## src/cnn_geom_pkg.sv

```systemverilog
// ~~~~~~~~~~~~~~~~~~~~~~~~~~~~~~~~~~~~~~~~~~~~~~~~~
// 26x26 image held as 13x13 quads over four banks
// Address widths are sized for two filters only
// ~~~~~~~~~~~~~~~~~~~~~~~~~~~~~~~~~~~~~~~~~~~~~~~~~
package cnn_geom_pkg;

    // Image and block geometry
    localparam int IMG_QUADS         = 13;            // Quads per row and per column
    localparam int BLOCKS_PER_SIDE   = IMG_QUADS - 1; // 4x4 blocks step one quad
    localparam int BLOCKS_PER_FILTER = 144;
    localparam int FILTERS           = 2;
    localparam int PARAMS_PER_FILTER = 10;            // Bias then nine weights

    // Memory layout
    localparam int NUM_BANKS    = 4;
    localparam int BANK_ADDR_W  = 8;
    localparam int PARAM_ADDR_W = 5;
    localparam int RES_ADDR_W   = 7;

    typedef logic [7:0] pixel_t;   // Pixel or weight

    typedef logic [BANK_ADDR_W-1:0]  bank_addr_t;
    typedef logic [PARAM_ADDR_W-1:0] param_addr_t;
    typedef logic [RES_ADDR_W-1:0]   res_addr_t;

    // Bank index, bit 1 is row parity and bit 0 column parity
    typedef logic [1:0] bank_sel_t;

endpackage
```

## src/result_writeback.sv

```systemverilog
// ~~~~~~~~~~~~~~~~~~~~~~~~~~~~~~~~~~~~~~~~~~~~~~~~~
// Result n goes to bank n mod 4, address n div 4
// ~~~~~~~~~~~~~~~~~~~~~~~~~~~~~~~~~~~~~~~~~~~~~~~~~
`timescale 1ns/1ns

module result_writeback
    import cnn_geom_pkg::*;
(
    input  logic       clk,
    input  logic       reset,
    input  logic       job_start,
    input  logic       result_valid,
    output logic       result_ready,
    input  pixel_t     result_data,
    output logic [3:0] res_we,
    output res_addr_t  res_addr,
    output pixel_t     res_wdata,
    output logic       done
);

    logic [RES_ADDR_W+1:0] res_cnt;
    logic                  active;
    logic                  last_q;   // Final write in flight
    logic                  accept;

    assign result_ready = active;
    assign accept       = result_valid && result_ready;

    always_ff @(posedge clk) begin
        if (reset) begin
            res_cnt <= '0;
            active  <= 1'b0;
            last_q  <= 1'b0;
            res_we  <= '0;
            done    <= 1'b0;
        end else begin
            res_we <= '0;
            last_q <= 1'b0;
            if (last_q) done <= 1'b1;
            if (job_start) begin
                res_cnt <= '0;
                active  <= 1'b1;
                done    <= 1'b0;
            end else if (accept) begin
                res_we  <= 4'b0001 << res_cnt[1:0];
                res_cnt <= res_cnt + 1'b1;
                if (res_cnt == (RES_ADDR_W + 2)'(FILTERS * BLOCKS_PER_FILTER - 1)) begin
                    active <= 1'b0;
                    last_q <= 1'b1;
                end
            end
        end
    end

    always_ff @(posedge clk) begin
        if (accept) begin
            res_addr  <= res_cnt[RES_ADDR_W+1:2];
            res_wdata <= result_data;
        end
    end

    // Writes stay inside the result banks once the job total is reached
    a_res_in_range: assert property (@(posedge clk) disable iff (reset)
        (res_we != '0) |-> res_addr < RES_ADDR_W'(FILTERS * BLOCKS_PER_FILTER / NUM_BANKS))
        else $error("result write past the end of the result banks");

endmodule

```

## config.mk

```make
export PLATFORM = sky130hd
export DESIGN_NAME = result_writeback
export DESIGN_NICKNAME = d
export VERILOG_FILES = /design/src/cnn_geom_pkg.sv /design/src/result_writeback.sv
export SDC_FILE = /design/constraint.sdc
export NUM_CORES = 1
export LEC_CHECK = 0
export BUFFER_PORTS_ARGS = -buffer_cell sky130_fd_sc_hd__buf_2
export CAP_MARGIN = 15
export CORE_ASPECT_RATIO = 0.6
export CORE_UTILIZATION = 28
export CTS_CLUSTER_DIAMETER = 150
export CTS_CLUSTER_SIZE = 14
export DETAILED_ROUTE_END_ITERATION = 8
export GPL_TIMING_DRIVEN = 0
export SYNTH_ARGS = -nofsm -noshare
export SYNTH_HDL_FRONTEND = slang
export SYNTH_SLANG_ARGS = --single-unit
export TNS_END_PERCENT = 20
```

## constraint.sdc

```tcl
create_clock -name clk -period 1.9 [get_ports clk]
set_clock_uncertainty 0.15 [all_clocks]
set_input_delay 0.095 -clock clk [delete_from_list [all_inputs] [get_ports clk]]
set_output_delay 0.095 -clock clk [all_outputs]
set_load 0.02 [all_outputs]
```

# Word level (Yosys, flattened, before mapping)
# Cells that the tools add are included.
[word_totals] regBits=31 output_inout_bits=21
[classes] n_addsub=1 eq_ne=1 shifts=1 n_mux=4 bitwise=1 reduce_logical=6
[ops] cell="adder 9 x 1 -> 9 bit, second input constant" n=1
[ops] cell="== test 9 bit, second input constant" n=1
[ops] cell="2-to-1 mux 1 bit" n=4
[ops] cell="nonzero test 2 bit" n=2
[ops] cell="left shift 1 x 2 -> 4 bit, first input constant" n=1
[ops] cell="OR reduction 3 bit" n=1
[ops] cell="AND reduction 2 bit" n=1
[ops] cell="OR reduction 2 bit" n=1
[ops] cell="logical AND 1 bit" n=1
[ops] cell="inverter 1 bit" n=1

# Logic depth before layout (Yosys ltp)
# Gate-level depths: netlist of run 1.
[depth] word_depth=4 mapped_depth=4

# Worst setup path before layout of run 1
# OpenSTA, ideal clock, no wires.
[synth_timing] path_type="register to register" start="register active (netlist: result_ready)" end="register res_we[2]" t_arrival_ns=1.426 path_slack_ns=0.244 path_stages_with_launch=5 path_buffers=0 period_less_slack_ns=1.656 cell_sequence="dfxtp_1 > nand2_1 > inv_1 > nand2_1 > nor3b_1"
[synth_between] elab_chain_cells=3
[synth_rtl] item="from (decl)" line="result_writeback.sv:22" rtl="logic active;"
[synth_rtl] item="from (signal assigned)" line="result_writeback.sv:32" rtl="active <= 1'b0;"
[synth_rtl] item="from (signal assigned)" line="result_writeback.sv:42" rtl="active <= 1'b1;"
[synth_rtl] item="from (signal assigned)" line="result_writeback.sv:48" rtl="active <= 1'b0;"
[synth_rtl] item="logical AND 1 bit" line="result_writeback.sv:27" rtl="assign accept = result_valid && result_ready;"
[synth_rtl] item="via accept" line="result_writeback.sv:24" rtl="logic accept;"
[synth_rtl] item="inverter 1 bit (no line)"
[synth_rtl] item="OR reduction 3 bit (no line)"
[synth_rtl] item="to (signal assigned)" line="result_writeback.sv:45" rtl="res_we <= 4'b0001 << res_cnt[1:0];"
[synth_rtl] item="to (decl)" line="result_writeback.sv:15" rtl="output logic [3:0] res_we,"
# The timed path passes the listed nets, and every way through them passes these cells.
# A chain may end at the register's enable or synchronous reset.

# Final worst setup path of run 1
[layout_timing] start="register res_cnt[0]" end="register res_cnt[8]"
[layout_between] elab_chain_cells=1
[layout_rtl] item="from (decl)" line="result_writeback.sv:21" rtl="logic [RES_ADDR_W+1:0] res_cnt;"
[layout_rtl] item="from (signal assigned)" line="result_writeback.sv:46" rtl="res_cnt <= res_cnt + 1'b1;"
[layout_rtl] item="adder 9 x 1 -> 9 bit" line="result_writeback.sv:46"
# No other way between the ends.

==> flow_metrics.py, run 1 <==
metrics = {
    "timing": {
        "period_share_pct": 92.33,
        "worst_slew_pin_slew_ps": 567.5,
        "drv_slew": 0,
        "rsz0062_at_grt": "false",
        "period_needed_ps": 1754,
        "tns_ps": 0,
        "max_freq_mhz": 570.0,
        "maxSlewHeadroom_pct": 61.63,
        "hold_viol_final": 0,
        "setup_violations": 0,
    },
    "route": {
        "drt_pass1_iterations": 4,
        "drt_iter0_markers": 35,
        "detail_route.vias_per_cell": 4.511,
        "routed_wl_mm": 2.201,
        "drtAntennaViolNets": 0,
        "route.vias.total": 821,
        "routedWlPerCell_um": 12.09,
        "drc_errors": 0,
    },
    "global_route": {
        "antenna_found_initial": 0,
        "grt_start_max_net_pins": 19,
        "grtUsageTotal_pct": 11.82,
        "grt_pass1_wl_mm": 3.353,
        "grt_pass1_vias": 749,
        "gr-total-overflow": 0,
    },
    "critical_path": {
        "critPathMaxFanout": 6,
        "cp.required_ps": 1970,
        "cp-start-kind": "register",
        "worst_ep_arrival_time_ps": 1820,
        "r2r_cells": 4,
        "critPathKind": "register to register",
        "r2r_slack_ps": 150,
        "worstSetupEndpointType": "register",
        "r2r-start": "res_cnt[0]$_SDFFE_PP0P_",
        "r2r_end": "res_cnt[8]$_SDFFE_PP0P_",
    },
    "synth": {
        "synth-simple-area-share_pct": 17.55,
        "synthTopCellsByArea": "edfxtp_1 (42%), dfxtp_1 (30%), a21oi_1 (2.8%)",
        "muxShareOfSynthArea_pct": 0,
        "syn-num-nets": 98,
        "synth.top_cell.area_share_pct": 41.57,
        "synth_area_mm2": 0.001084,
        "synthAdderAreaFrac_pct": 1.155,
        "syn_inst": 85,
        "ys_seq_area_share_pct": 71.13,
        "yosys.area.top_type": "edfxtp_1",
        "ys_warn_count": 0,
        "synth_top_family_by_area": "simple AND/OR/NAND/NOR gates",
        "ys_types": 24,
        "synth-xor-area-share_pct": 1.617,
        "synth.avg_cell_area_um2": 12.75,
        "synth-seq-cells": 31,
        "synth-compound-area-share_pct": 7.159,
    },
    "clocking": {
        "cts_buffers": 5,
        "root_buffer": "clkbuf_8",
        "cts.reportedPaths.clkPinSlew_ps": 70,
        "htreeDepth": 2,
        "clkLatencyLatePin_ps": 290,
        "max-clock-path-buffers": 2,
        "cts_tree": "yes",
        "post_cts_buffers": 0,
        "clkSinkCount": 31,
    },
    "run_status": {
        "status": "completed",
    },
    "hold_path": {
        "hold-path-cell-count": 3,
        "hold_end": "res_we[3]$_SDFF_PP0_",
        "holdCritPathClass": "input pin to register",
        "holdCritStartpoint": "result_valid",
    },
    "floorplan": {
        "die_y_um": 50.19,
        "core_area_mm2": 0.003680,
        "die_area_mm2": 0.004131,
        "die_x_um": 82.31,
        "io_pins": 33,
        "start_util_pct": 29.45,
        "rows": 17,
    },
    "power": {
        "power_frac_comb_pct": 6.3,
        "p_sw_uw": 292.4,
        "ir_drop_uv": 379.5,
        "intPower_mw": 1.001,
        "power_frac_clock_pct": 37.9,
        "p_leak_nw": 0.5535,
        "power.density_mw_per_mm2": 867.6,
        "swShare_pct": 22.61,
        "sequentialPowerShare_pct": 55.8,
    },
    "finish": {
        "fin_area_mm2": 0.001490,
        "drive_above_1_share_pct": 32.59,
        "fin_nets": 147,
        "fill_cells": 379,
        "antenna_cells": 0,
        "syn2layout_area_growth_pct": 37.53,
    },
    "place": {
        "gp_congestion": 0.7213,
        "dp_hpwl_mm": 1.564,
        "placed_cell_area_mm2": 0.001303,
        "io_buffers": 32,
    },
    "flow_run": {
        "drv_cap": 0,
    },
}
## Yosys cell counts (all sizes together)
| cell | instances |
|---|---|
| dfxtp | 16 |
| o21ai | 2 |
| nor4b | 1 |
| or2 | 1 |
| nor2 | 8 |
| nand4 | 2 |
| xnor2 | 2 |
| and4 | 1 |
| o21a | 2 |
| nor3b | 2 |
| or3 | 2 |
| o31ai | 3 |
| and4b | 1 |
| nand3 | 3 |
| clkbuf | 1 |
| nand2 | 7 |
| nor3 | 3 |
| inv | 3 |
| or4 | 3 |
| a21oi | 6 |
| edfxtp | 15 |
| ha | 1 |
## worst max path at each step
stage | to | cells after the start | start
final | res_cnt[8]$_SDFFE_PP0P_ | 4 | res_cnt[0]$_SDFFE_PP0P_
after CTS | res_we[1]$_SDFF_PP0_ | 4 | result_ready$_SDFFE_PP0P_
after global placement | res_we[2]$_SDFF_PP0_ | 4 | result_ready$_SDFFE_PP0P_
after global routing | res_cnt[8]$_SDFFE_PP0P_ | 4 | res_cnt[0]$_SDFFE_PP0P_
after floorplan | res_we[2]$_SDFF_PP0_ | 4 | result_ready$_SDFFE_PP0P_
after detailed placement | res_we[2]$_SDFF_PP0_ | 4 | result_ready$_SDFFE_PP0P_
## through the flow
step,power (mW),std cells,utilization (%),worst slack (ps),hold WS [ps]
6_report,1.293,182,40.50,145.7,47.78
2_1_floorplan,0.7698,85,-,244.0,23.75
5_1_grt,1.343,182,40.50,49.51,57.86
3_3_place_gp,0.7989,164,35.40,155.7,124.4
3_5_place_dp,0.8017,164,35.40,64.58,127.9
4_1_cts,1.308,182,40.39,45.71,40.18
## area by class of cell
class                   count  area [um2]  share of cell area (%)
clock buffers               5       68.82                   4.618
inverters                   3       15.01                   1.008
repair buffers             42       260.3                   17.46
clock inverters             3       15.01                   1.008
plain buffers               1       3.754                  0.2519
multi-input cells          50       297.8                   19.98
flip-flops and latches     31       770.7                   51.72
well taps                  47       58.81                   3.946
## logic make-up after synthesis
kind of cell	after synthesis
and+or+nand+nor	34
xor gates and xnor gates	2
AOI/OAI and AO/OA	13
adders and majority gates	1
DFF	31
buffers and inverters	4
## placed cells by master (no fill, tap or decap), drive strengths merged, types with 3 or more instances in the layout
cell type,instances
a21oi,6
buf,32
clkbuf,6
clkinv,3
dfxtp,16
dlygate4sd3,10
edfxtp,15
nand2,7
nand3,3
nor2,8
nor3,3
o31ai,3
or4,3
## per-layer routing
metal / part of all wire [%] / global-route usage [%]
met1: 46 / 13.47
met2: 44 / 17.91
met3: 9.1 / 7.818
met4: 0.91 / 3.509
met5: 0 / 0
## worst max-delay path, stage by stage, from the launching register on
cell and delay (ps):
dfxtp_1 440, ha_1 230, nand4_1 200, or4_1 520, a21oi_1 140
## power by group through the flow
stage	combinational, mW	sequential [mW]	clock [mW]
2_1_floorplan	0.0153	0.755	0
3_3_place_gp	0.0632	0.736	0
3_5_place_dp	0.0652	0.736	0
4_1_cts	0.0814	0.722	0.505
5_1_grt	0.0892	0.723	0.530
6_report	0.0816	0.722	0.489
## registers in the layout (all words and copies together) (netlist names)
name and cells:
res_wdata 8, res_we 4, res_cnt 9, done 1
result_ready 1, last_q 1, res_addr 7
## timing repair
action | in CTS | in global routing
hold endpoints to repair | 10 | 0
endpoints found under the setup margin | 0 | 4
gates resized for setup | 0 | 1
hold buffers | 10 | 0
Power figures use the tool's default switching activity.
==> inputs of run 2 (changes only) <==
GPL_TIMING_DRIVEN = unset   (was 0)
REMOVE_ABC_BUFFERS = 1   (was unset)
clock period = 1.45 ns   (was 1.9 ns; I/O delays follow)
==> flow_metrics.py, run 2 (synthesized netlist as in run 1, its figures left out) <==
metrics = {
    "critical_path": {
        "slowest_stage": "or4_1",
        "critPathMaxFanout": 5,
        "cp_cell_sequence": "buf_4, nand4_4, or4_1, a21oi_1",
        "r2r_slack_ps": 30,
        "cp.required_ps": 1510,
        "cp-start-kind": "register",
        "crit_family": "simple AND/OR/NAND/NOR gates",
        "cpPeakStageDelay_ps": 490,
        "worstSetupEndpointType": "register",
        "worst_ep_arrival_time_ps": 1480,
        "critPathKind": "register to register",
        "crit_buf_inv": 1,
    },
    "place": {
        "dp_hpwl_mm": 1.657,
        "io_buffers": 32,
        "gp_congestion": 0.7623,
    },
    "route": {
        "drt_iter0_markers": 38,
        "drc_errors": 0,
        "routedWlPerCell_um": 12.64,
        "detail_route.vias_per_cell": 4.590,
        "route.vias.total": 863,
        "drt_pass1_iterations": 3,
        "drtAntennaViolNets": 0,
        "routed_wl_mm": 2.377,
    },
    "timing": {
        "worst_slew_pin_slew_ps": 324.2,
        "max_freq_mhz": 705.0,
        "setup_violations": 0,
        "hold_ws_ps": 85.89,
        "hold_viol_final": 0,
        "period_share_pct": 97.83,
        "drv_slew": 0,
        "period_needed_ps": 1419,
        "maxSlewHeadroom_pct": 78.33,
        "rsz0062_at_grt": "true",
    },
    "power": {
        "power.density_mw_per_mm2": 1055,
        "ir_drop_uv": 567.6,
        "p_leak_nw": 0.6075,
    },
    "finish": {
        "largestRegisters": "res_cnt x9, res_wdata x8, res_addr x7",
        "antenna_cells": 0,
        "final_common_cell": "buf_2",
        "fin_nets": 154,
        "drive_above_1_share_pct": 40.43,
        "top_register": "res_cnt",
        "mostFrequentLayoutCells": "buf_2 (32), edfxtp_1 (15), dfxtp_1 (13)",
        "fill_cells": 347,
        "largest_reg_flops": 9,
        "syn2layout_area_growth_pct": 46.07,
        "utilization_pct": 43.01,
    },
    "clocking": {
        "cts_buffers": 5,
        "root_buffer": "clkbuf_8",
        "cts.reportedPaths.clkPinSlew_ps": 60,
        "cts_tree": "yes",
        "max-clock-path-buffers": 2,
        "post_cts_buffers": 0,
        "clkLatencyLatePin_ps": 280,
        "htreeDepth": 2,
        "clkSinkCount": 31,
    },
    "floorplan": {
        "die_area_mm2": 0.004131,
        "die_x_um": 82.31,
        "io_pins": 33,
        "die_y_um": 50.19,
        "rows": 17,
        "core_area_mm2": 0.003680,
        "start_util_pct": 29.45,
    },
    "global_route": {
        "gr-total-overflow": 0,
        "grt_pass1_wl_mm": 3.512,
        "grtUsageTotal_pct": 12.08,
        "grt_start_max_net_pins": 16,
        "antenna_found_initial": 0,
        "grt_pass1_vias": 821,
    },
    "run_status": {
        "status": "completed",
    },
    "hold_path": {
        "holdCritPathClass": "input pin to register",
    },
    "flow_run": {
        "drv_cap": 0,
    },
}
run 2: cell count changes in the layout (fill, tap and decap cells not counted), sizes merged:
| cell | previous run | this run |
|---|---|---|
| buf | 32 | 40 |
| clkinv | 3 | 2 |
| clkinvlp | 1 | 0 |
| clkbuf | 6 | 5 |
| inv | 2 | 3 |
run 2: through the flow:
| stage | setup TNS [ps] | std cells | total power [mW] | setup WS, ps | instance area, um2 |
|---|---|---|---|---|---|
| floorplan | -2813 | 84 | 1.008 | -206.0 | 1080 |
| global placement | 0 | 171 | 1.056 | 21.14 | 1371 |
| detailed placement | -56.35 | 171 | 1.059 | -21.56 | 1371 |
| CTS | 0 | 188 | 1.684 | 11.78 | 1564 |
| global route | -49.97 | 188 | 1.744 | -14.40 | 1583 |
| finish | 0 | 188 | 1.670 | 31.50 | 1583 |
run 2: per-layer routing:
| layer | vias to the layer above | track usage [%] | share of wire [%] |
|---|---|---|---|
| li1 | 426 | - | - |
| met1 | 400 | 14.04 | 48 |
| met2 | 32 | 17.91 | 43 |
| met3 | 5 | 5.273 | 7.2 |
| met4 | 0 | 8.187 | 2.0 |
| met5 | - | 0 | 0 |
run 2: where the power goes:
| group | switching [mW] | internal (mW) | leakage [nW] |
|---|---|---|---|
| logic | 0.0657 | 0.0552 | 0.300 |
| registers | 0.00678 | 0.938 | 0.266 |
| clock network | 0.286 | 0.318 | 0.0414 |
| total | 0.359 | 1.31 | 0.608 |
run 2: final timing paths:
kind                                               from                       to  depth (start not counted)
worst min register to register        last_q$_SDFF_PP0_        done$_SDFFE_PP0P_                          2
worst max-delay path            res_cnt[1]$_SDFFE_PP0P_  res_cnt[7]$_SDFFE_PP0P_                          4
worst min-delay path                       result_valid  res_cnt[1]$_SDFFE_PP0P_                          4
worst max register to register  res_cnt[1]$_SDFFE_PP0P_  res_cnt[7]$_SDFFE_PP0P_                          4
run 2: repair_timing:
| action | CTS | global route |
|---|---|---|
| pin swaps | 2 | 2 |
| setup endpoints to repair | 3 | 5 |
| gates resized for setup | 5 | 4 |
| endpoints found under the hold margin | 10 | 0 |
| hold buffers | 10 | 0 |
run 2: tightest hold or removal path, delay by kind of cell:
kind / cells / cell delay [ps]
compound gates: 1 / 50
simple gates: 2 / 190
buf+inv: 1 / 150
run 2: final cells by class:
class / count / area (um2) / share of cell area [%]
multi-input cells: 50 / 327.8 / 20.71
clock inverters: 2 / 8.758 / 0.5534
repair buffers: 50 / 332.8 / 21.03
clock buffers: 5 / 68.82 / 4.348
well taps: 47 / 58.81 / 3.715
flip-flops and latches: 31 / 774.5 / 48.93
inverters: 3 / 11.26 / 0.7115
==> inputs of run 3 (changes only) <==
ABC_AREA = 1   (was unset)
clock period = 1.38 ns   (was 1.45 ns; I/O delays follow)
==> flow_metrics.py, run 3 <==
metrics = {
    "run_status": {
        "status": "complete, but fails checks",
        "violations": "design-rule violations",
    },
    "place": {
        "io_buffers": 32,
        "dp_slack_ps": -3.466,
        "placed_cell_area_mm2": 0.001384,
        "gp_congestion": 0.7931,
        "dp_hpwl_mm": 1.655,
    },
    "global_route": {
        "grt_start_max_net_pins": 16,
        "gr-total-overflow": 0,
        "busiest_layer": "met2",
        "grt_pass1_vias": 944,
        "grt_pass1_wl_mm": 4.008,
        "grt.met2_usage_pct": 20.22,
        "antenna_found_initial": 0,
        "gr-usage-met1_pct": 14.59,
        "met3_usage_pct": 6.139,
        "grtUsageTotal_pct": 12.64,
    },
    "critical_path": {
        "crit_buf_inv": 0,
        "crit_path_end": "res_cnt[8]$_SDFFE_PP0P_",
        "cpPeakStageDelay_ps": 380,
        "crit_family": "simple AND/OR/NAND/NOR gates",
        "r2r_end": "res_cnt[8]$_SDFFE_PP0P_",
        "critPathLaunch": "res_cnt[0]$_SDFFE_PP0P_",
        "worstSetupEndpointType": "register",
        "cp.depth": 7,
        "worst_ep_arrival_time_ps": 1390,
        "critPathKind": "register to register",
        "cp_common_cell": "nand2_1",
        "r2r-start": "res_cnt[0]$_SDFFE_PP0P_",
        "r2r_slack_ps": 50,
        "critPathMaxFanout": 5,
        "slowest_stage": "dfxtp_4",
        "cp_cell_sequence": "ha_4, nand3_2, nor2_4, nand3_1, nand2_1, nand2_1, nor2_1",
        "cp-start-kind": "register",
        "r2r_cells": 7,
        "cp.required_ps": 1440,
    },
    "synth": {
        "synth-seq-cells": 31,
        "synth_area_mm2": 0.001137,
        "yosysMostFrequentCell": "nand2_1",
        "synth.top_cell.area_share_pct": 39.60,
        "synth-xor-area-share_pct": 0,
        "muxShareOfSynthArea_pct": 0,
        "synthAdderAreaFrac_pct": 1.100,
        "ys_seq_area_share_pct": 67.77,
        "syn_inst": 110,
        "synth-edff-count": 15,
        "ys_types": 15,
        "synth.avg_cell_area_um2": 10.34,
        "yosys.area.top_type": "edfxtp_1",
        "synth_top_family_by_area": "simple AND/OR/NAND/NOR gates",
        "synth-compound-area-share_pct": 3.740,
        "synth_common_cells": "nand2_1 (25), nor2_1 (17), dfxtp_1 (16)",
        "synth_ff_type": "dfxtp_1",
        "ys_warn_count": 0,
        "synth-simple-area-share_pct": 22.44,
        "async_flop_share_pct": 0,
        "synthTopCellsByArea": "edfxtp_1 (40%), dfxtp_1 (28%), nand2_1 (8.3%)",
    },
    "clocking": {
        "max-clock-path-buffers": 2,
        "cts_tree": "yes",
        "cts.reportedPaths.clkPinSlew_ps": 60,
        "root_buffer": "clkbuf_8",
        "cts_buffers": 5,
        "htreeDepth": 2,
        "clkSinkCount": 31,
        "clkLatencyLatePin_ps": 280,
    },
    "flow_run": {
        "drv_cap": 0,
    },
    "finish": {
        "drive_above_1_share_pct": 29.88,
        "fin_nets": 176,
        "antenna_cells": 0,
        "top_register": "res_cnt",
        "final_common_cell": "buf_2",
        "syn2layout_area_growth_pct": 41.91,
        "mostFrequentLayoutCells": "buf_2 (32), nand2_1 (24), nor2_1 (17)",
        "largest_reg_flops": 9,
        "fin_area_mm2": 0.001614,
        "largestRegisters": "res_cnt x9, res_wdata x8, res_addr x7",
    },
    "route": {
        "drt_pass1_iterations": 8,
        "routed_wl_mm": 2.434,
        "detail_route.vias_per_cell": 4.246,
        "drc_errors": 10,
        "routedWlPerCell_um": 11.54,
        "drt_iter0_markers": 38,
        "route.vias.total": 896,
        "drtAntennaViolNets": 0,
    },
    "timing": {
        "finalWorstSetupSlack_ps": 54.44,
        "worst_slew_pin_slew_ps": 243.9,
        "period_share_pct": 96.06,
        "period_needed_ps": 1326,
        "hold_ws_ps": 321.1,
        "max_freq_mhz": 754.4,
        "hold_viol_final": 0,
        "maxSlewHeadroom_pct": 83.72,
        "setup_violations": 0,
        "drv_slew": 0,
        "tns_ps": 0,
    },
    "power": {
        "power.density_mw_per_mm2": 1100,
        "ir_drop_uv": 548.2,
        "p_leak_nw": 0.6829,
    },
    "floorplan": {
        "start_util_pct": 30.04,
        "io_pins": 33,
        "die_area_mm2": 0.004329,
        "die_x_um": 84.28,
        "rows": 17,
        "die_y_um": 51.37,
        "core_area_mm2": 0.003786,
    },
    "hold_path": {
        "holdCritStartpoint": "last_q$_SDFF_PP0_",
        "holdCritPathClass": "register to register",
    },
}
-- run 3: what timing repair did --
action / in CTS / in global routing
setup buffers: 0 / 1
pin swaps: 0 / 2
setup endpoints to repair: 2 / 3
endpoints found under the hold margin: 16 / 0
hold buffers: 11 / 0
gates resized for setup: 2 / 8
-- run 3: routing by layer --
layer  vias up  share of wire [%]
met3         3                8.0
met2        36                 43
met5         -                  0
li1        458                  -
met1       399                 48
met4         0               0.94
-- run 3: per-stage QoR --
step | total power [mW] | utilization (%) | std cells
6_report | 1.776 | 42.63 | 211
5_1_grt | 1.855 | 42.63 | 211
4_1_cts | 1.804 | 41.64 | 210
3_5_place_dp | 1.115 | 36.55 | 191
3_3_place_gp | 1.112 | 36.55 | 191
2_1_floorplan | 1.062 | - | 110
-- run 3: worst register-to-register path, delay by kind of cell, from the launching register on --
family                   cells  cell delay [ps]
flip-flops                   1              380
AND/OR/NAND/NOR              6              580
adder cells (fa/ha/maj)      1              150
-- run 3: layout make-up --
type	count	area [um2]
timing repair buffer	46	305.3
clock buffer	6	72.57
inverter	15	56.30
sequential	31	778.2
multi-input combinational	64	335.3
fill	373	2172
clock inverter	2	7.507
tap	47	58.81
-- run 3: how the worst min path moves through the flow --
stage	endpoint	slack, ps	depth (start not counted)
finish	done$_SDFFE_PP0P_	320	2
global route	res_we[2]$_SDFF_PP0_	350	1
CTS	res_we[2]$_SDFF_PP0_	320	1
detailed placement	res_wdata[0]$_DFFE_PP_	100	1
global placement	res_wdata[3]$_DFFE_PP_	100	1
floorplan	result_ready$_SDFFE_PP0P_	-10	1
-- run 3: power breakdown --
part	switching [mW]	leakage [nW]	internal [mW]
clock	0.314	0.0403	0.343
combinational	0.0693	0.372	0.0592
sequential	0.00878	0.271	0.981
total	0.393	0.683	1.38
-- run 3: cells by family (layout without fill, tap and decap cells) --
family,after synthesis,after routing
AND/OR/NAND/NOR,55,55
flip-flops,31,31
buffers and inverters,15,69
AO/OA/AOI/OAI,8,8
adder cells (fa/ha/maj),1,1
